--- src/source/gat_dims_pkg.sv ---
// sizes and latencies of the attention coefficient stage
// NUM_FEATURE_OUT must stay a power of two for the pairwise adder tree

package gat_dims_pkg;

  // ==========================================================================
  // row and weight geometry
  // ==========================================================================
  localparam int NUM_FEATURE_OUT = 8;
  localparam int A_LEN           = 2 * NUM_FEATURE_OUT;
  localparam int MAX_NODES       = 16;
  localparam int NUM_NODE_W      = $clog2(MAX_NODES + 1);

  localparam int WH_DEPTH        = 256;
  localparam int WH_ADDR_W       = $clog2(WH_DEPTH);

  localparam int FEAT_W          = 12;
  localparam int DATA_W          = 8;
  localparam int DMVM_W          = 24;
  // features, node count, source flag
  localparam int WH_ROW_W        = NUM_FEATURE_OUT * FEAT_W + NUM_NODE_W + 1;

  // ==========================================================================
  // pipeline and buffering
  // ==========================================================================
  localparam int COEF_SHIFT      = 8;
  // multiply stage plus log2 adder stages
  localparam int NUM_STAGES      = $clog2(NUM_FEATURE_OUT) + 1;
  // memory read register, tree, output register
  localparam int DMVM_LATENCY    = NUM_STAGES + 2;

  localparam int FIFO_DEPTH      = 32;
  localparam int FIFO_ADDR_W     = $clog2(FIFO_DEPTH);
  // leaves room for every row already in flight
  localparam int FIFO_AFULL      = FIFO_DEPTH - DMVM_LATENCY - 1;

endpackage

--- src/source/gat_data_pkg.sv ---
// data types of the attention coefficient stage
// row layout is fixed: features from the top bits down, node count, flag in bit 0

package gat_data_pkg;

  // ==========================================================================
  // arithmetic types
  // ==========================================================================
  // one projected feature
  typedef logic signed [gat_dims_pkg::FEAT_W-1:0] feat_t;

  // one entry of the attention vector a
  typedef logic signed [gat_dims_pkg::DATA_W-1:0] weight_t;

  // partial or full dot product
  typedef logic signed [gat_dims_pkg::DMVM_W-1:0] dmvm_t;

  // scaled coefficient, never negative after relu
  typedef logic [gat_dims_pkg::DATA_W-1:0] coef_t;

  // ==========================================================================
  // addressing and rows
  // ==========================================================================
  typedef logic [gat_dims_pkg::WH_ADDR_W-1:0] wh_addr_t;

  typedef logic [gat_dims_pkg::NUM_NODE_W-1:0] num_node_t;

  typedef logic [gat_dims_pkg::WH_ROW_W-1:0] wh_row_t;

  // fetch controller states
  typedef enum logic [1:0] {
    ST_IDLE,
    ST_SOURCE,
    ST_NEIGHBORS,
    ST_DRAIN
  } fetch_state_t;

endpackage

--- src/source/coef_fifo.sv ---
// first word fall through FIFO for coefficients
// push on full and pop on empty are dropped

`timescale 1ns/100ps

module coef_fifo (
  input  logic                clk,
  input  logic                rst_n,
  input  logic                push_i,
  input  gat_data_pkg::coef_t din_i,
  input  logic                pop_i,
  output gat_data_pkg::coef_t dout_o,
  output logic                empty_o,
  output logic                full_o,
  output logic                afull_o
);

  gat_data_pkg::coef_t mem_q [gat_dims_pkg::FIFO_DEPTH];
  logic [gat_dims_pkg::FIFO_ADDR_W-1:0] wr_ptr_q;
  logic [gat_dims_pkg::FIFO_ADDR_W-1:0] rd_ptr_q;
  logic [gat_dims_pkg::FIFO_ADDR_W:0]   count_q;
  logic                                 wr_en;
  logic                                 rd_en;

  // ==========================================================================
  // flags
  // ==========================================================================
  assign empty_o = (count_q == '0);
  assign full_o  = (count_q == gat_dims_pkg::FIFO_DEPTH);
  assign afull_o = (count_q >= gat_dims_pkg::FIFO_AFULL);

  assign wr_en = push_i && !full_o;
  assign rd_en = pop_i && !empty_o;

  // head entry is always visible
  assign dout_o = mem_q[rd_ptr_q];

  // ==========================================================================
  // storage and pointers
  // ==========================================================================
  always_ff @(posedge clk) begin
    if (wr_en) begin
      mem_q[wr_ptr_q] <= din_i;
    end
  end

  // pointers wrap naturally since the depth is a power of two
  always_ff @(posedge clk or negedge rst_n) begin
    if (!rst_n) begin
      wr_ptr_q <= '0;
      rd_ptr_q <= '0;
      count_q  <= '0;
    end else begin
      if (wr_en) begin
        wr_ptr_q <= wr_ptr_q + 1'b1;
      end
      if (rd_en) begin
        rd_ptr_q <= rd_ptr_q + 1'b1;
      end
      case ({wr_en, rd_en})
        2'b10:   count_q <= count_q + 1'b1;
        2'b01:   count_q <= count_q - 1'b1;
        default: count_q <= count_q;
      endcase
    end
  end

endmodule

--- config.mk ---
export PLATFORM = sky130hd
export DESIGN_NAME = coef_fifo
export DESIGN_NICKNAME = d
export VERILOG_FILES = /design/src/source/gat_dims_pkg.sv /design/src/source/gat_data_pkg.sv /design/src/source/coef_fifo.sv
export SDC_FILE = /design/constraint.sdc
export NUM_CORES = 1
export LEC_CHECK = 0
export ABC_AREA = 0
export BUFFER_PORTS_ARGS = -buffer_cell sky130_fd_sc_hd__buf_4
export CAP_MARGIN = 40
export CORE_AREA = 2 2 168 153
export CTS_CLUSTER_SIZE = 25
export DETAILED_ROUTE_END_ITERATION = 10
export DIE_AREA = 0 0 170 155
export PLACE_DENSITY_LB_ADDON = 0.25
export SKIP_CTS_REPAIR_TIMING = 1
export SYNTH_ARGS = -nofsm -noshare
export SYNTH_HDL_FRONTEND = slang
export SYNTH_SLANG_ARGS = --single-unit
--- constraint.sdc ---
create_clock -name clk -period 6.6 [get_ports clk]
set_input_delay 0 -clock clk [delete_from_list [all_inputs] [get_ports clk]]
set_output_delay 0 -clock clk [all_outputs]
set_load 0.05 [all_outputs]
==> summary.md <==
| Metric | Value |
|---|---|
| Logic pwr share | `0.312` |
| Switching Fraction | `0.3341` |
| Synth Instances | `561` |
| Sequential fraction of the synthesis area | `0.7402` |
| Routed Antenna Nets | `0` |
| IO Port Bufs | `22` |
| Pins Over Slew Limit | `0` |
| Syn Area/Cell | `19.48 um2` |
| Crit-path max cell delay | `0.80 ns` |
| Drt total wl | `between 20 and 25 mm` |
| ANT cells | `0` |
| Final Power | `about 5400 uW` |
| Pre-Repair DR Iteration Count | `5` |
| CP Capture Type | `primary output` |
| Setup_tns | `0 ns` |
| Max Cap Viol | `0` |
| Final Non-Filler Cells | `between 900 and 1000` |
| Pre-CTS WS | `3.383 ns` |
| Post-synthesis adder-cell area fraction | `0.01328` |
| Net count, final | `approximately 630` |
| Clock Skew | `approximately 0.019 ns` |
| Die Span X | `around 170 um` |
| Pin count of the biggest net entering global routing | `42` |
| Cell row count | `between 50 and 60` |
| Int Pwr | `between 3000 and 4000 uW` |
| Crit path max fanout | `32` |
| I/O pins | `23` |
| Clock power frac | `0.278` |
| Final setup margin | `~3.2 ns` |
| Skew-Pair Late Insertion Delay | `around 0.54 ns` |
| Placed Cells | `877` |
| Fin. Hold Viols | `0` |
| Dpl cell area | `about 0.011 mm2` |
| Tcrit/Tclk final | `0.5093` |
| Number of buffers created by CTS | `28` |
| Final setup violation count | `0` |
| Initial core utilization | `0.4411` |
| DRT iter0 DRCs | `about 460` |
| Synth Area in Simple Gates | `0.03286` |
| Fmax | `approximately 0.3 GHz` |
| Syn nets | `between 500 and 600` |
| Max IR drop VDD | `~0.22 mV` |
| Arrival @ worst endpoint | `between 3 and 4 ns` |
| Die height | `roughly 160 um` |
| PD cells | `~440 mW/mm2` |
| Fraction of layout cells with a size suffix above 1 | `0.1927` |
| Clock root buffer | `clkbuf_16` |
| Clock Sinks | `between 200 and 300` |
| Core area | `approximately 0.025 mm2` |
| Vias | `roughly 5500` |
| Max transition margin | `0.3883` |
| Global route total overflow | `0` |
| Type of the worst min-delay path | `primary input to flop` |
| WL/cell | `around 24 um` |
| Design area | `roughly 0.012 mm2` |
| Initial antenna violation count | `0` |
| Ranking of synthesized cells by area | `edfxtp_1, mux4_2, dfrtp_1` |
| Area leader, netlist | `edfxtp_1` |
| DP HPWL | `approximately 14 mm` |
| Sw power | `around 1800 uW` |
| Worst-path cell chain | `buf_12 -> mux4_1 -> a22o_1 -> a2111oi_2 -> a21oi_1 -> buf_4` |
| Yosys reg bits | `roughly 270` |
| Routability congestion estimate | `0.7835` |
| Mux contribution to synthesized area | `0.1329` |
| Die area | `0.02635 mm2` |
| Slowest-stage cell, CP | `dfrtp_4` |
| Synthesized area | `0.01093 mm2` |
| Clock transition at path regs | `approximately 0.06 ns` |
| TritonCTS clock tree | `yes` |
| CP Launch Type | `flop` |
| EDFF count, synth | `roughly 260` |
| Worst EP required | `roughly 6.6 ns` |
| First-pass GRT wire length | `~34 mm` |
| Top-count cell post-synth | `edfxtp_1` |
| Compound-Gate Fraction of Synth Area | `0.04958` |
| Prevailing post-synth register cell | `edfxtp_1` |
| Unrepaired setup endpoints after global routing | `false` |
| FFs w/ async S/R, synth | `0.05882` |
| Largest family of logic cells by synthesized area | `multiplexers` |
| Post-synthesis xor/xnor area fraction | `0.008817` |
| CTS Buffer Depth | `3` |
| Worst Max-Slew Pin Slew | `0.9142 ns` |
| Top-area cell type share of the netlist area | `0.7035` |
| CTS H-tree depth | `1` |
| Vias per cell | `~5.8` |
| Area growth from synthesis to layout | `13.39%` |
| Top cells by instance count after synthesis | `edfxtp_1, mux4_2, nor2_1` |
| Clock period minus worst slack | `3.361 ns` |
| # DRC | `0` |
| Warnings from Yosys | `0` |
| Critical path type | `flop to primary output` |
| Register share of total power | `0.410` |
| Leak pwr | `a little over 0.004 uW` |
| Status | `completed` |
| GRT Overall Usage | `0.1772` |
| Vias in the first global route | `between 5000 and 6000` |
| Library cells used by synthesis | `48` |
## per-stage QoR
step                      utilization  hold WS, ns
after floorplan                     -      -0.2956
after global placement         0.4572      -0.1288
after detailed placement       0.4592      -0.1181
after CTS                      0.4954      -0.6774
after global routing           0.5001      0.04327
final                          0.5001      0.02008
## kinds of logic after synthesis
family | Yosys count
adders and majority gates | 11
DFF | 272
AOI/OAI and AO/OA | 72
buffers and inverters | 40
and+or+nand+nor | 73
muxes | 82
xor gates and xnor gates | 11
## critical path: cells and delay by family (launching register included)
family                 cells  cell delay, ns
AO/OA/AOI/OAI              3            0.88
buffers and inverters      2            0.53
flip-flops                 1            0.80
multiplexers               1            0.61
## registers in the layout (all words and copies together), names as in the netlist
| signal | flops |
|---|---|
| count_q | 6 |
| mem_q | 256 |
| rd_ptr_q | 5 |
| wr_ptr_q | 5 |
## cells in the final DEF (no fill, tap or decap), types with 9 or more instances in the layout
master           n
nor2_1          35
clkbuf_16       28
a21oi_1         14
ha_1            10
buf_4           33
nand2_1         11
mux2i_1         33
dfrtp_1         15
dlygate4sd3_1   11
edfxtp_1       256
inv_1           10
xnor2_1          9
mux4_2          40
## layer usage
metal	vias up	wire length, um	track usage	share of wire
met5	-	0	0	0
met2	180	10880	0.2822	0.48
met4	0	437	0.04477	0.019
met3	34	1464	0.03612	0.064
met1	2856	9937	0.2531	0.44
li1	2400	-	-	-
## final timing paths
check | from | to | slack [ns] | depth (start not counted)
worst max-delay path | rd_ptr_q[0]$_DFFE_PN0P_ | dout_o[7] | 3.24 | 6
worst min-delay path | push_i | wr_ptr_q[0]$_DFFE_PN0P_ | 0.02 | 3
min in group asynchronous | rst_n | wr_ptr_q[2]$_DFFE_PN0P_ | 0.64 | 3
worst max register to register | count_q[0]$_DFFE_PN0P_ | count_q[5]$_DFFE_PN0P_ | 3.36 | 9
worst min register to register | count_q[2]$_DFFE_PN0P_ | count_q[2]$_DFFE_PN0P_ | 0.53 | 2
max in group asynchronous | rst_n | rd_ptr_q[0]$_DFFE_PN0P_ | 5.39 | 3
## cell type report
cell class	count	area, um2
clock inverter	16	135.1
sequential	272	8092
clock buffer	36	760.7
timing repair buffer	45	377.9
tap	313	391.6
inverter	10	37.54
fill	2001	12380
multi-input combinational	249	2595
## power by group through the flow
stage | combinational [uW] | clock, uW | sequential, uW
global route | 1820 | 1610 | 2240
finish | 1690 | 1510 | 2220
global placement | 1610 | 0 | 2290
floorplan | 1350 | 0 | 2120
detailed placement | 1700 | 0 | 2260
CTS | 1710 | 1540 | 2220
No activity file was read; power rests on OpenSTA's default activity.
