**src/source/gat_dims_pkg.sv**
```systemverilog
// sizes and latencies of the attention coefficient stage
// NUM_FEATURE_OUT must stay a power of two for the pairwise adder tree

package gat_dims_pkg;

  // ==========================================================================
  // row and weight geometry
  // ==========================================================================
  localparam int NUM_FEATURE_OUT = 8;
  localparam int A_LEN           = 2 * NUM_FEATURE_OUT;
  localparam int MAX_NODES       = 16;
  localparam int NUM_NODE_W      = $clog2(MAX_NODES + 1);

  localparam int WH_DEPTH        = 256;
  localparam int WH_ADDR_W       = $clog2(WH_DEPTH);

  localparam int FEAT_W          = 12;
  localparam int DATA_W          = 8;
  localparam int DMVM_W          = 24;
  // features, node count, source flag
  localparam int WH_ROW_W        = NUM_FEATURE_OUT * FEAT_W + NUM_NODE_W + 1;

  // ==========================================================================
  // pipeline and buffering
  // ==========================================================================
  localparam int COEF_SHIFT      = 8;
  // multiply stage plus log2 adder stages
  localparam int NUM_STAGES      = $clog2(NUM_FEATURE_OUT) + 1;
  // memory read register, tree, output register
  localparam int DMVM_LATENCY    = NUM_STAGES + 2;

  localparam int FIFO_DEPTH      = 32;
  localparam int FIFO_ADDR_W     = $clog2(FIFO_DEPTH);
  // leaves room for every row already in flight
  localparam int FIFO_AFULL      = FIFO_DEPTH - DMVM_LATENCY - 1;

endpackage

```
**src/source/gat_data_pkg.sv**
```systemverilog
// data types of the attention coefficient stage
// row layout is fixed: features from the top bits down, node count, flag in bit 0

package gat_data_pkg;

  // ==========================================================================
  // arithmetic types
  // ==========================================================================
  // one projected feature
  typedef logic signed [gat_dims_pkg::FEAT_W-1:0] feat_t;

  // one entry of the attention vector a
  typedef logic signed [gat_dims_pkg::DATA_W-1:0] weight_t;

  // partial or full dot product
  typedef logic signed [gat_dims_pkg::DMVM_W-1:0] dmvm_t;

  // scaled coefficient, never negative after relu
  typedef logic [gat_dims_pkg::DATA_W-1:0] coef_t;

  // ==========================================================================
  // addressing and rows
  // ==========================================================================
  typedef logic [gat_dims_pkg::WH_ADDR_W-1:0] wh_addr_t;

  typedef logic [gat_dims_pkg::NUM_NODE_W-1:0] num_node_t;

  typedef logic [gat_dims_pkg::WH_ROW_W-1:0] wh_row_t;

  // fetch controller states
  typedef enum logic [1:0] {
    ST_IDLE,
    ST_SOURCE,
    ST_NEIGHBORS,
    ST_DRAIN
  } fetch_state_t;

endpackage

```
**src/source/wh_fetch_ctrl.sv**
```systemverilog
// walks one subgraph, source row first, then the remaining N-1 rows in order
// source row must carry a node count from 1 to MAX_NODES; start ignored while busy

`timescale 1ns/100ps

module wh_fetch_ctrl (
  input  logic                   clk,
  input  logic                   rst_n,
  input  logic                   start_i,
  input  gat_data_pkg::wh_addr_t base_addr_i,
  input  gat_data_pkg::wh_row_t  rd_data_i,
  input  logic                   rd_vld_i,
  input  logic                   afull_i,
  input  logic                   coef_vld_i,
  output logic                   rd_en_o,
  output gat_data_pkg::wh_addr_t rd_addr_o,
  output logic                   busy_o,
  output logic                   done_o
);

  gat_data_pkg::fetch_state_t state_q;
  gat_data_pkg::wh_addr_t     rd_addr_q;
  logic                       rd_en_q;
  gat_data_pkg::num_node_t    num_node_q;
  gat_data_pkg::num_node_t    rd_cnt_q;
  gat_data_pkg::num_node_t    push_cnt_q;
  gat_data_pkg::num_node_t    row_cnt;
  logic                       last_push;

  // node count field of the returning source row
  assign row_cnt   = rd_data_i[gat_dims_pkg::NUM_NODE_W:1];
  assign last_push = coef_vld_i && (push_cnt_q == num_node_q - 1'b1);

  // ==========================================================================
  // fetch state machine
  // ==========================================================================
  always_ff @(posedge clk or negedge rst_n) begin
    if (!rst_n) begin
      state_q    <= gat_data_pkg::ST_IDLE;
      rd_en_q    <= 1'b0;
      rd_addr_q  <= '0;
      num_node_q <= '0;
      rd_cnt_q   <= '0;
      push_cnt_q <= '0;
    end else begin
      rd_en_q <= 1'b0;
      if (state_q != gat_data_pkg::ST_IDLE && coef_vld_i) begin
        push_cnt_q <= push_cnt_q + 1'b1;
      end
      case (state_q)
        gat_data_pkg::ST_IDLE: begin
          if (start_i) begin
            state_q    <= gat_data_pkg::ST_SOURCE;
            rd_en_q    <= 1'b1;
            rd_addr_q  <= base_addr_i;
            push_cnt_q <= '0;
          end
        end
        gat_data_pkg::ST_SOURCE: begin
          // wait for the source row to learn N
          if (rd_vld_i) begin
            num_node_q <= row_cnt;
            rd_cnt_q   <= 1'b1;
            if (row_cnt > 1) begin
              state_q <= gat_data_pkg::ST_NEIGHBORS;
              if (!afull_i) begin
                rd_en_q   <= 1'b1;
                rd_addr_q <= rd_addr_q + 1'b1;
                rd_cnt_q  <= 2'd2;
              end
            end else begin
              state_q <= gat_data_pkg::ST_DRAIN;
            end
          end
        end
        gat_data_pkg::ST_NEIGHBORS: begin
          if (rd_cnt_q == num_node_q) begin
            state_q <= gat_data_pkg::ST_DRAIN;
          end else if (!afull_i) begin
            rd_en_q   <= 1'b1;
            rd_addr_q <= rd_addr_q + 1'b1;
            rd_cnt_q  <= rd_cnt_q + 1'b1;
          end
        end
        default: begin
          // drain until the last coefficient lands
          if (last_push) begin
            state_q <= gat_data_pkg::ST_IDLE;
          end
        end
      endcase
    end
  end

  assign rd_en_o   = rd_en_q;
  assign rd_addr_o = rd_addr_q;
  assign busy_o    = (state_q != gat_data_pkg::ST_IDLE);
  assign done_o    = (state_q == gat_data_pkg::ST_DRAIN) && last_push;

endmodule

```
**config.mk**
```make
export PLATFORM = sky130hd
export DESIGN_NAME = wh_fetch_ctrl
export DESIGN_NICKNAME = d
export VERILOG_FILES = /design/src/source/gat_dims_pkg.sv /design/src/source/gat_data_pkg.sv /design/src/source/wh_fetch_ctrl.sv
export SDC_FILE = /design/constraint.sdc
export NUM_CORES = 1
export LEC_CHECK = 0
export BUFFER_PORTS_ARGS = -buffer_cell sky130_fd_sc_hd__buf_2
export CAP_MARGIN = 10
export CORE_ASPECT_RATIO = 0.5
export CORE_MARGIN = 3
export CORE_UTILIZATION = 43
export DETAILED_ROUTE_END_ITERATION = 16
export GPL_TIMING_DRIVEN = 0
export PLACE_DENSITY_LB_ADDON = 0.25
export SLEW_MARGIN = 20
export SYNTH_ARGS = -nofsm -noshare
export SYNTH_HDL_FRONTEND = slang
export SYNTH_SLANG_ARGS = --single-unit
```
**constraint.sdc**
```tcl
create_clock -name clk -period 3.97 [get_ports clk]
set_input_delay 0.1985 -clock clk [delete_from_list [all_inputs] [get_ports clk]]
set_output_delay 0.1985 -clock clk [all_outputs]
set_load 0.02 [all_outputs]
```
==> impl_metrics.toml <==
[outcome]
status = "finished, final reports clean"

[synth]
synth_top_family_by_area = "compound AO/OA/AOI/OAI gates"
async_reset_ff_share_pct = 100
netlist_top_cells_count = "dfrtp_1, a21oi_1, nand2_1, nand3_1, o21ai_0"
yosysTopAreaCellShare_pct = 38.3
synthTopCellsByArea = "dfrtp_1, ha_1, xnor2_1"
netlist_instances = 181
synth_edf_count = 0
syn_area_um2 = 1700
ys_warn_count = 0
synthSimpleGateAreaFrac_pct = 18.8
synth_nets = 306
synth_compound_area_share_pct = 18.9
synthFlopType = "dfrtp_1"
yosysSeqAreaShare_pct = 38.3
synth.avg_cell_area_um2 = 9.37
post-synth-top-count-cell = "dfrtp_1"
synth_top_area_cell = "dfrtp_1"
ys_types = 42
synth_fa_ha_area_share_pct = 6.64
synth_xor_area_share_pct = 7.23
synthMuxAreaShare_pct = 6.42
postSynthRegisterBits = 26

[critical_path]
crit_path_start_kind = "flop"
crit_fanout = 7
cp-end-kind = "flop"
crit_arrival_ns = 2.32
path_class = "reg2reg"
cp.required_ns = 4.11
r2r_setup_slack_ns = 1.79

[worst_hold_path]
hold_class = "in2reg"

[pwr]
switching_share_pct = 47.1
p_leak_nw = 0.863
seq_power_share_pct = 30.1
intPower_w = 0.000927
combinationalPowerShare_pct = 60.1
switching_power_w = 0.000824
p_per_area_nw_per_um2 = 889
peakVddDrop_mv = 0.393
clkPwrFrac_pct = 9.9
p_total_w = 0.00175

[cts]
post_cts_resized = 0
cts_tree = "done"
clk_latency_ns = 0.27
cts-htree-levels = 1
path_clk_slew_ns = 0.09
cts_setup_buffers = 0
cts_buffer_depth = 2
cts-root-buf = "clkbuf_8"
cts.sinks = 26
cts_buffers = 3

[job]
maxCapViolCount = 0

[detailed_routing]
ant_nets = 0
vias = 1478
post-route-drc-count = 0
first_pass_iters = 4
via_per_inst = 5.56
wl_mm = 3.82
post_drt_wl_per_cell_um = 14.4
drt_iter0_markers = 128

[finish]
synthToLayoutAreaGrowth_pct = 16.2
drive_gt1_share_pct = 21.9
nFillCells = 345
fin_cells = 266
fin_nets = 341
antennaDiodeCount = 0

[grt]
grt-busiest-layer = "met2"
grt_use_met1_pct = 25.9
antenna_found_initial = 0
grt_pass1_vias = 1424
grt_pass1_wl_mm = 6.78
grt-ovfl-total = 0
grt_use_met3_pct = 5.09
grt_usage_pct = 17.9
grt_max_degree = 27
grtUsageMet2_pct = 27.0

[floorplan]
die_h_um = 50.4
die_w_um = 94.8
start_util_pct = 47.1
die-area_um2 = 4780
row_count = 15
num_io_pins = 127
core_area_um2 = 3600

[timing]
tightest_slew_ns = 0.700
fin_crit_ns = 2.18
setup_violations = 0
min_period_over_period_pct = 54.9
fin_skew_ns = 0.00349
rsz0062_at_grt = "false"
maxSlewViolCount = 0
maxSlewHeadroom_pct = 52.9
tns_ns = 0
timing.final.ws_setup_ns = 1.79
final-hold-violation-count = 0
fmaxAchievable_ghz = 0.459

[placed_design]
dp_slack_ns = 1.76
dp_cells = 261
port-buffer-count = 29
gp_congestion = 0.825
hpwl_mm = 2.86
critical path: stages, from the launching register on:
cell and delay [ns]:
dfrtp_1 0.43, inv_1 0.09, ha_1 0.33, nand2b_1 0.17, a221oi_2 0.26, nand2_1 0.21
nor2_1 0.44, a2bb2oi_1 0.12
logic make-up (layout without fill, tap and decap cells):
logic type,Yosys count,count (layout)
adder cells (fa/ha/maj),9,9
buffers and inverters,14,48
flip-flops,26,26
AND/OR/NAND/NOR,59,59
multiplexers,10,10
AO/OA/AOI/OAI,49,49
XOR/XNOR,14,14
metal layers:
metal / vias up / routed length [um]
li1: 730 / -
met1: 701 / 1930
met2: 43 / 1630
met3: 4 / 237
met4: 0 / 30
met5: - / 0
path summary, 6_finish.rpt:
path | start | end | cells past startpoint
hold / removal | rd_data_i[1] | num_node_q[0]$_DFFE_PN0P_ | 2
setup reg to reg | state_q[0]$_DFFE_PN0P_ | rd_addr_o[5]$_DFFE_PN0P_ | 7
min in group asynchronous | rst_n | num_node_q[4]$_DFFE_PN0P_ | 2
max in group asynchronous | rst_n | state_q[0]$_DFFE_PN0P_ | 2
setup / recovery | state_q[0]$_DFFE_PN0P_ | rd_addr_o[5]$_DFFE_PN0P_ | 7
hold reg to reg | rd_cnt_q[4]$_DFFE_PN0P_ | rd_cnt_q[4]$_DFFE_PN0P_ | 1
metrics by stage:
step / util, % / instance area [um2] / hold slack, ns
final: 54.7 / 1970 / 0.154
after global routing: 54.7 / 1970 / 0.159
after CTS: 54.7 / 1970 / 0.150
after detailed placement: 52.9 / 1910 / 0.252
after global placement: 52.9 / 1910 / 0.238
after floorplan: - / 1700 / -0.0971
placed cells by master, fill, tap and decap left out, types with 2 or more instances in the layout:
| master | count |
|---|---|
| o31ai_1 | 2 |
| nand3_1 | 11 |
| and3_1 | 2 |
| dfrtp_1 | 26 |
| o211ai_1 | 2 |
| xnor2_1 | 9 |
| nand4_1 | 4 |
| xor2_1 | 5 |
| mux2_1 | 2 |
| ha_1 | 9 |
| clkbuf_1 | 3 |
| o41ai_1 | 3 |
| a2bb2oi_1 | 4 |
| buf_2 | 31 |
| mux2i_1 | 3 |
| o21ai_0 | 11 |
| and2_1 | 3 |
| a211oi_1 | 3 |
| mux2_2 | 5 |
| clkbuf_8 | 4 |
| nand3_2 | 2 |
| nor2b_1 | 5 |
| inv_1 | 8 |
| nor3_1 | 5 |
| nand2b_1 | 2 |
| o22ai_1 | 2 |
| nand2_1 | 11 |
| a21oi_1 | 15 |
| nor2_1 | 8 |
sequential cells by signal (all words and copies together), names as in the netlist:
register    flops
rd_addr_o       8
num_node_q      5
push_cnt_q      5
rd_cnt_q        5
state_q         2
rd_en_o         1
power by group through the flow:
stage / clock (W) / combinational (W) / sequential [W]
2_1_floorplan: 0 / 0.000781 / 0.000546
3_3_place_gp: 0 / 0.00103 / 0.000527
3_5_place_dp: 0 / 0.00104 / 0.000531
4_1_cts: 0.000177 / 0.00105 / 0.000526
5_1_grt: 0.000193 / 0.00118 / 0.000549
6_report: 0.000173 / 0.00105 / 0.000526
final cells by class:
class                   instances  area, um2  share of cell area [%]
clock buffers                   4       55.1                    2.79
plain buffers                   6       32.5                    1.65
flip-flops and latches         26        651                    33.0
multi-input cells             141        983                    49.9
repair buffers                 30        155                    7.87
inverters                       8       30.0                    1.52
well taps                      51       63.8                    3.24
timing repair:
| item | in CTS | in global routing |
|---|---|---|
| setup endpoints to repair | 0 | 0 |
| hold buffers | 1 | 0 |
| hold endpoints to repair | 26 | 0 |
Power figures use the tool's default switching activity.
