## src/source/gat_dims_pkg.sv

```systemverilog
// sizes and latencies of the attention coefficient stage
// NUM_FEATURE_OUT must stay a power of two for the pairwise adder tree

package gat_dims_pkg;

  // ==========================================================================
  // row and weight geometry
  // ==========================================================================
  localparam int NUM_FEATURE_OUT = 8;
  localparam int A_LEN           = 2 * NUM_FEATURE_OUT;
  localparam int MAX_NODES       = 16;
  localparam int NUM_NODE_W      = $clog2(MAX_NODES + 1);

  localparam int WH_DEPTH        = 256;
  localparam int WH_ADDR_W       = $clog2(WH_DEPTH);

  localparam int FEAT_W          = 12;
  localparam int DATA_W          = 8;
  localparam int DMVM_W          = 24;
  // features, node count, source flag
  localparam int WH_ROW_W        = NUM_FEATURE_OUT * FEAT_W + NUM_NODE_W + 1;

  // ==========================================================================
  // pipeline and buffering
  // ==========================================================================
  localparam int COEF_SHIFT      = 8;
  // multiply stage plus log2 adder stages
  localparam int NUM_STAGES      = $clog2(NUM_FEATURE_OUT) + 1;
  // memory read register, tree, output register
  localparam int DMVM_LATENCY    = NUM_STAGES + 2;

  localparam int FIFO_DEPTH      = 32;
  localparam int FIFO_ADDR_W     = $clog2(FIFO_DEPTH);
  // leaves room for every row already in flight
  localparam int FIFO_AFULL      = FIFO_DEPTH - DMVM_LATENCY - 1;

endpackage

```

## src/source/gat_data_pkg.sv

```systemverilog
// data types of the attention coefficient stage
// row layout is fixed: features from the top bits down, node count, flag in bit 0

package gat_data_pkg;

  // ==========================================================================
  // arithmetic types
  // ==========================================================================
  // one projected feature
  typedef logic signed [gat_dims_pkg::FEAT_W-1:0] feat_t;

  // one entry of the attention vector a
  typedef logic signed [gat_dims_pkg::DATA_W-1:0] weight_t;

  // partial or full dot product
  typedef logic signed [gat_dims_pkg::DMVM_W-1:0] dmvm_t;

  // scaled coefficient, never negative after relu
  typedef logic [gat_dims_pkg::DATA_W-1:0] coef_t;

  // ==========================================================================
  // addressing and rows
  // ==========================================================================
  typedef logic [gat_dims_pkg::WH_ADDR_W-1:0] wh_addr_t;

  typedef logic [gat_dims_pkg::NUM_NODE_W-1:0] num_node_t;

  typedef logic [gat_dims_pkg::WH_ROW_W-1:0] wh_row_t;

  // fetch controller states
  typedef enum logic [1:0] {
    ST_IDLE,
    ST_SOURCE,
    ST_NEIGHBORS,
    ST_DRAIN
  } fetch_state_t;

endpackage

```

## src/source/dmvm.sv

```systemverilog
// attention score pipeline, fixed latency of NUM_STAGES + 1 from wh_vld_i to coef_vld_o
// a_i should only change while no rows are in flight

`timescale 1ns/100ps

module dmvm (
  input  logic                  clk,
  input  logic                  rst_n,
  input  logic                  a_vld_i,
  input  logic [gat_dims_pkg::A_LEN*gat_dims_pkg::DATA_W-1:0] a_i,
  input  logic                  wh_vld_i,
  input  gat_data_pkg::wh_row_t wh_data_i,
  output logic                  coef_vld_o,
  output gat_data_pkg::coef_t   coef_o
);

  logic [gat_dims_pkg::A_LEN*gat_dims_pkg::DATA_W-1:0] a_q;

  // half 0 is a_src, half 1 is a_nbr
  gat_data_pkg::weight_t a_half [2][gat_dims_pkg::NUM_FEATURE_OUT];
  gat_data_pkg::feat_t   feat [gat_dims_pkg::NUM_FEATURE_OUT];

  // stage 0 holds products, later stages hold pairwise sums
  gat_data_pkg::dmvm_t tree_q [gat_dims_pkg::NUM_STAGES][2][gat_dims_pkg::NUM_FEATURE_OUT];
  logic [gat_dims_pkg::NUM_STAGES-1:0] vld_q;
  logic [gat_dims_pkg::NUM_STAGES-1:0] flg_q;

  gat_data_pkg::dmvm_t src_q;
  gat_data_pkg::dmvm_t src_sum;
  gat_data_pkg::dmvm_t score;
  gat_data_pkg::dmvm_t shifted;
  gat_data_pkg::coef_t coef_d;
  gat_data_pkg::coef_t coef_q;
  logic                coef_vld_q;

  // ==========================================================================
  // weight register and operand split
  // ==========================================================================
  always_ff @(posedge clk or negedge rst_n) begin
    if (!rst_n) begin
      a_q <= '0;
    end else if (a_vld_i) begin
      a_q <= a_i;
    end
  end

  always_comb begin
    for (int k = 0; k < gat_dims_pkg::NUM_FEATURE_OUT; k++) begin
      a_half[0][k] = a_q[k*gat_dims_pkg::DATA_W +: gat_dims_pkg::DATA_W];
      a_half[1][k] = a_q[(k+gat_dims_pkg::NUM_FEATURE_OUT)*gat_dims_pkg::DATA_W +:
                         gat_dims_pkg::DATA_W];
      // feature 0 sits in the top bits of the row
      feat[k] = wh_data_i[gat_dims_pkg::WH_ROW_W-1-k*gat_dims_pkg::FEAT_W -:
                          gat_dims_pkg::FEAT_W];
    end
  end

  // ==========================================================================
  // multiply and adder tree, both halves side by side
  // ==========================================================================
  always_ff @(posedge clk) begin
    for (int h = 0; h < 2; h++) begin
      for (int k = 0; k < gat_dims_pkg::NUM_FEATURE_OUT; k++) begin
        tree_q[0][h][k] <= a_half[h][k] * feat[k];
      end
      for (int s = 1; s < gat_dims_pkg::NUM_STAGES; s++) begin
        for (int k = 0; k < (gat_dims_pkg::NUM_FEATURE_OUT >> s); k++) begin
          tree_q[s][h][k] <= tree_q[s-1][h][2*k] + tree_q[s-1][h][2*k+1];
        end
      end
    end
  end

  // valid and source flag ride along with the tree
  always_ff @(posedge clk or negedge rst_n) begin
    if (!rst_n) begin
      vld_q      <= '0;
      flg_q      <= '0;
      src_q      <= '0;
      coef_vld_q <= 1'b0;
    end else begin
      vld_q      <= {vld_q[gat_dims_pkg::NUM_STAGES-2:0], wh_vld_i};
      flg_q      <= {flg_q[gat_dims_pkg::NUM_STAGES-2:0], wh_vld_i & wh_data_i[0]};
      coef_vld_q <= vld_q[gat_dims_pkg::NUM_STAGES-1];
      if (flg_q[gat_dims_pkg::NUM_STAGES-1]) begin
        src_q <= tree_q[gat_dims_pkg::NUM_STAGES-1][0][0];
      end
    end
  end

  // ==========================================================================
  // score, relu, scaling
  // ==========================================================================
  // flagged row bypasses the source latch
  assign src_sum = flg_q[gat_dims_pkg::NUM_STAGES-1] ?
                   tree_q[gat_dims_pkg::NUM_STAGES-1][0][0] : src_q;
  assign score   = src_sum + tree_q[gat_dims_pkg::NUM_STAGES-1][1][0];
  assign shifted = score >>> gat_dims_pkg::COEF_SHIFT;

  always_comb begin
    if (score[gat_dims_pkg::DMVM_W-1]) begin
      coef_d = '0;
    end else if (|shifted[gat_dims_pkg::DMVM_W-1:gat_dims_pkg::DATA_W]) begin
      coef_d = '1;
    end else begin
      coef_d = shifted[gat_dims_pkg::DATA_W-1:0];
    end
  end

  always_ff @(posedge clk) begin
    coef_q <= coef_d;
  end

  assign coef_o     = coef_q;
  assign coef_vld_o = coef_vld_q;

endmodule

```

## config.mk

```make
export PLATFORM = sky130hd
export DESIGN_NAME = dmvm
export DESIGN_NICKNAME = d
export VERILOG_FILES = /design/src/source/gat_dims_pkg.sv /design/src/source/gat_data_pkg.sv /design/src/source/dmvm.sv
export SDC_FILE = /design/constraint.sdc
export NUM_CORES = 2
export LEC_CHECK = 0
export ABC_AREA = 1
export ABC_CLOCK_PERIOD_IN_PS = 5120
export BUFFER_PORTS_ARGS = -buffer_cell sky130_fd_sc_hd__buf_2
export CORE_ASPECT_RATIO = 1.2
export CORE_MARGIN = 2
export CORE_UTILIZATION = 44
export DETAILED_ROUTE_END_ITERATION = 16
export GPL_ROUTABILITY_DRIVEN = 0
export SYNTH_ARGS = -nofsm -noshare
export SYNTH_HDL_FRONTEND = slang
export SYNTH_SLANG_ARGS = --single-unit
```

## constraint.sdc

```tcl
create_clock -name clk -period 5.12 [get_ports clk]
set_input_delay 1.024 -clock clk [delete_from_list [all_inputs] [get_ports clk]]
set_output_delay 1.024 -clock clk [all_outputs]
set_load 0.01 [all_outputs]
```

==> results.sh <==
export IMPL_period_share_pct=92.4
export IMPL_seq_area_um2=17300
export IMPL_clk_latency_ns=0.75
export IMPL_maxSlewHeadroom_pct=41.4
export IMPL_dp_slack_ns=-0.102
export IMPL_finalSetupViolCount=0
export IMPL_drc=0
export IMPL_synthMuxAreaShare_pct=1.38
export IMPL_worstSetupStartpoint="a_q[2]"
export IMPL_wl_per_cell_um=15.6
export IMPL_grt_pass1_wl_mm=375
export IMPL_cp_end_kind="flip-flop"
export IMPL_grt_max_degree=80
export IMPL_post_cts_buffers=0
export IMPL_clk_path_buf_depth=3
export IMPL_skew_ns=0.0430
export IMPL_synthArstFlopShare_pct=19.5
export IMPL_antenna_found_initial=5
export IMPL_synth_top_area_cell="fa_1"
export IMPL_clkSinkCount=825
export IMPL_setup_ws_ns=0.391
export IMPL_overflow=0
export IMPL_critPathArrivalTime_ns=5.40
export IMPL_synth_simple_gate_area_share_pct=13.3
export IMPL_fillers=19900
export IMPL_wirelength_mm=227
export IMPL_rows=183
export IMPL_cts_tree="yes"
export IMPL_track_usage_pct=21.9
export IMPL_drt_pass1_iterations=6
export IMPL_synth_fa_ha_area_share_pct=40.4
export IMPL_crit_type="flip-flop to flip-flop"
export IMPL_vias=70300
export IMPL_cts_buffers=96
export IMPL_worstMarginPinSlew_ns=0.879
export IMPL_dieArea_um2=212000
export IMPL_fmax_mhz=211
export IMPL_fin_setup_tns_ns=0
export IMPL_synth_edf_count=0
export IMPL_dpl_cell_count=14300
export IMPL_status="finished, final reports clean"
export IMPL_drive_gt1_share_pct=8.54
export IMPL_synth_top_area_share_pct=27.9
export IMPL_io_pins=243
export IMPL_portBuffers=237
export IMPL_reg2reg_from="a_q[2]"
export IMPL_start_util_pct=44.2
export IMPL_dieHeight_um=504
export IMPL_min_period_ns=4.73
export IMPL_netlist_area_um2=91700
export IMPL_synthTopCellsByArea="fa_1, dfxtp_1, ha_1"
export IMPL_h_tree_depth=3
export IMPL_ys_seq_elements=825
export IMPL_synth_flop_cell="dfxtp_1"
export IMPL_final_nets=14100
export IMPL_cts_resized=0
export IMPL_required_ns=5.79
export IMPL_cp_start_kind="flip-flop"
export IMPL_hpwl_mm=190
export IMPL_ant_nets=0
export IMPL_slew_violations=0
export IMPL_synth_distinct_cells=56
export IMPL_drt_initial_drc_count=3603
export IMPL_synth_seq_area_share_pct=18.9
export IMPL_cts_root_buffer="clkbuf_16"
export IMPL_synth_xor_area_share_pct=5.66
export IMPL_synth_compound_area_share_pct=7.02
export IMPL_fin_cells=14500
export IMPL_maxCapViolCount=0
export IMPL_synth_top_family_by_area="adder cells"
export IMPL_grt_setup_unrepaired="no"
export IMPL_hold_path_class="input pin to asynchronous set/reset pin"
export IMPL_area_growth_pct=11.0
export IMPL_core_um2=207000
export IMPL_path_max_fanout=9
export IMPL_path_clk_slew_ns=0.07
export IMPL_via_per_inst=4.85
export IMPL_ys_warn_count=0
export IMPL_report_final_hold_viol_count=0
export IMPL_synthCells=11200
export IMPL_fp_dieW_um=421
export IMPL_syn_num_nets=13600
export IMPL_holdBufCountCts=0
export IMPL_syn_avg_cell_area_um2=8.19
export IMPL_grt_pass1_vias=74700
export IMPL_multi_input_area_um2=62100
-- state kept, by name, indices dropped and copies added (netlist names) --
| signal | flops |
|---|---|
| src_q | 24 |
| a_q | 128 |
| tree_q | 656 |
| vld_q | 4 |
| flg_q | 4 |
| coef_o | 8 |
| coef_vld_o | 1 |
-- critical path, stage by stage (launching register included) --
cell	delay, ns
dfrtp_1	0.64
buf_4	0.23
nand2_1	0.08
fa_1	0.53
inv_1	0.06
fa_1	0.53
fa_1	0.50
inv_1	0.05
fa_1	0.49
inv_1	0.04
ha_1	0.30
a21oi_1	0.24
o21ai_0	0.12
o21bai_1	0.19
a21boi_0	0.26
buf_4	0.16
xnor2_1	0.10
buf_4	0.17
-- layer usage --
layer / up-vias / track usage [%] / wire length, um
met5: - / 0 / 11
met4: 2 / 9.30 / 10300
met3: 465 / 2.24 / 9430
met2: 1585 / 38.6 / 113000
met1: 34000 / 27.1 / 94100
li1: 34200 / - / -
-- final timing paths --
check	to	slack [ns]	depth (start not counted)
max	tree_q[0][374]	0.39	17
min	a_q[0]	0.24	1
max reg2reg	tree_q[0][374]	0.39	17
min reg2reg	vld_q[3]	0.35	0
max in group asynchronous	a_q[126]	3.86	2
min in group clk	vld_q[3]	0.35	0
-- stage by stage --
| stage | cell area [um2] | utilization (%) | hold WS [ns] |
|---|---|---|---|
| after detailed placement | 98400 | 47.5 | 0.335 |
| after global routing | 102000 | 49.1 | 0.272 |
| after floorplan | 91700 | - | 0.331 |
| after CTS | 102000 | 49.1 | 0.225 |
| after global placement | 98400 | 47.5 | 0.338 |
| final | 102000 | 49.1 | 0.244 |
-- layout by cell type, fill, tap and decap left out, drive strengths merged, types with 5 or more instances in the layout --
cell type,synthesis,final
buf,33,670
ha,912,912
o211ai,14,14
clkinv,0,28
mux2,112,112
o21a,30,30
nor2,380,380
xnor2,239,239
a31oi,29,29
dfrtp,161,161
a221oi,19,19
diode,0,5
dfxtp,664,664
o21bai,24,24
bufinv,0,6
a21o,38,38
xor2,353,353
or2,6,6
nand4,44,44
clkinvlp,0,9
nand3b,15,15
nor4,29,29
inv,2948,2957
fa,1278,1278
o21ai,358,358
nor3,34,34
clkbuf,288,126
a21boi,50,50
o2111ai,5,5
a21oi,531,531
nor3b,12,12
o22ai,7,7
nand2,2346,2346
o31ai,23,23
nand3,188,188
-- cells in the mapped netlist, drive strengths merged, types with 24 or more instances --
master  number
a21oi      531
a21boi      50
a21o        38
dfrtp      161
o21a        30
nor2       380
o21ai      358
nand2     2346
nor4        29
buf         33
inv       2948
xor2       353
ha         912
nand4       44
clkbuf     288
dfxtp      664
a31oi       29
o21bai      24
nor3        34
xnor2      239
fa        1278
nand3      188
mux2       112
-- layout make-up --
type,instances,share of cell area (%)
Antenna cell,5,0.0123
Clock buffer,126,2.65
Clock inverter,52,0.582
Inverter,2948,10.9
Multi-Input combinational cell,7092,61.0
Sequential cell,825,17.0
Tap cell,2775,3.41
Timing Repair Buffer,670,4.43
-- cells by family (layout without fill, tap and decap cells) --
kind of cell,count (synthesis),after routing
compound gates,1142,1142
xor+xnor,592,592
fa+ha+maj,2190,2190
buf+inv,3269,3796
flops,825,825
mux,112,112
other cells,0,5
simple gates,3056,3056
Power is not shown: default switching activity piles up to over one toggle a cycle in this logic, so the estimate is an artifact.
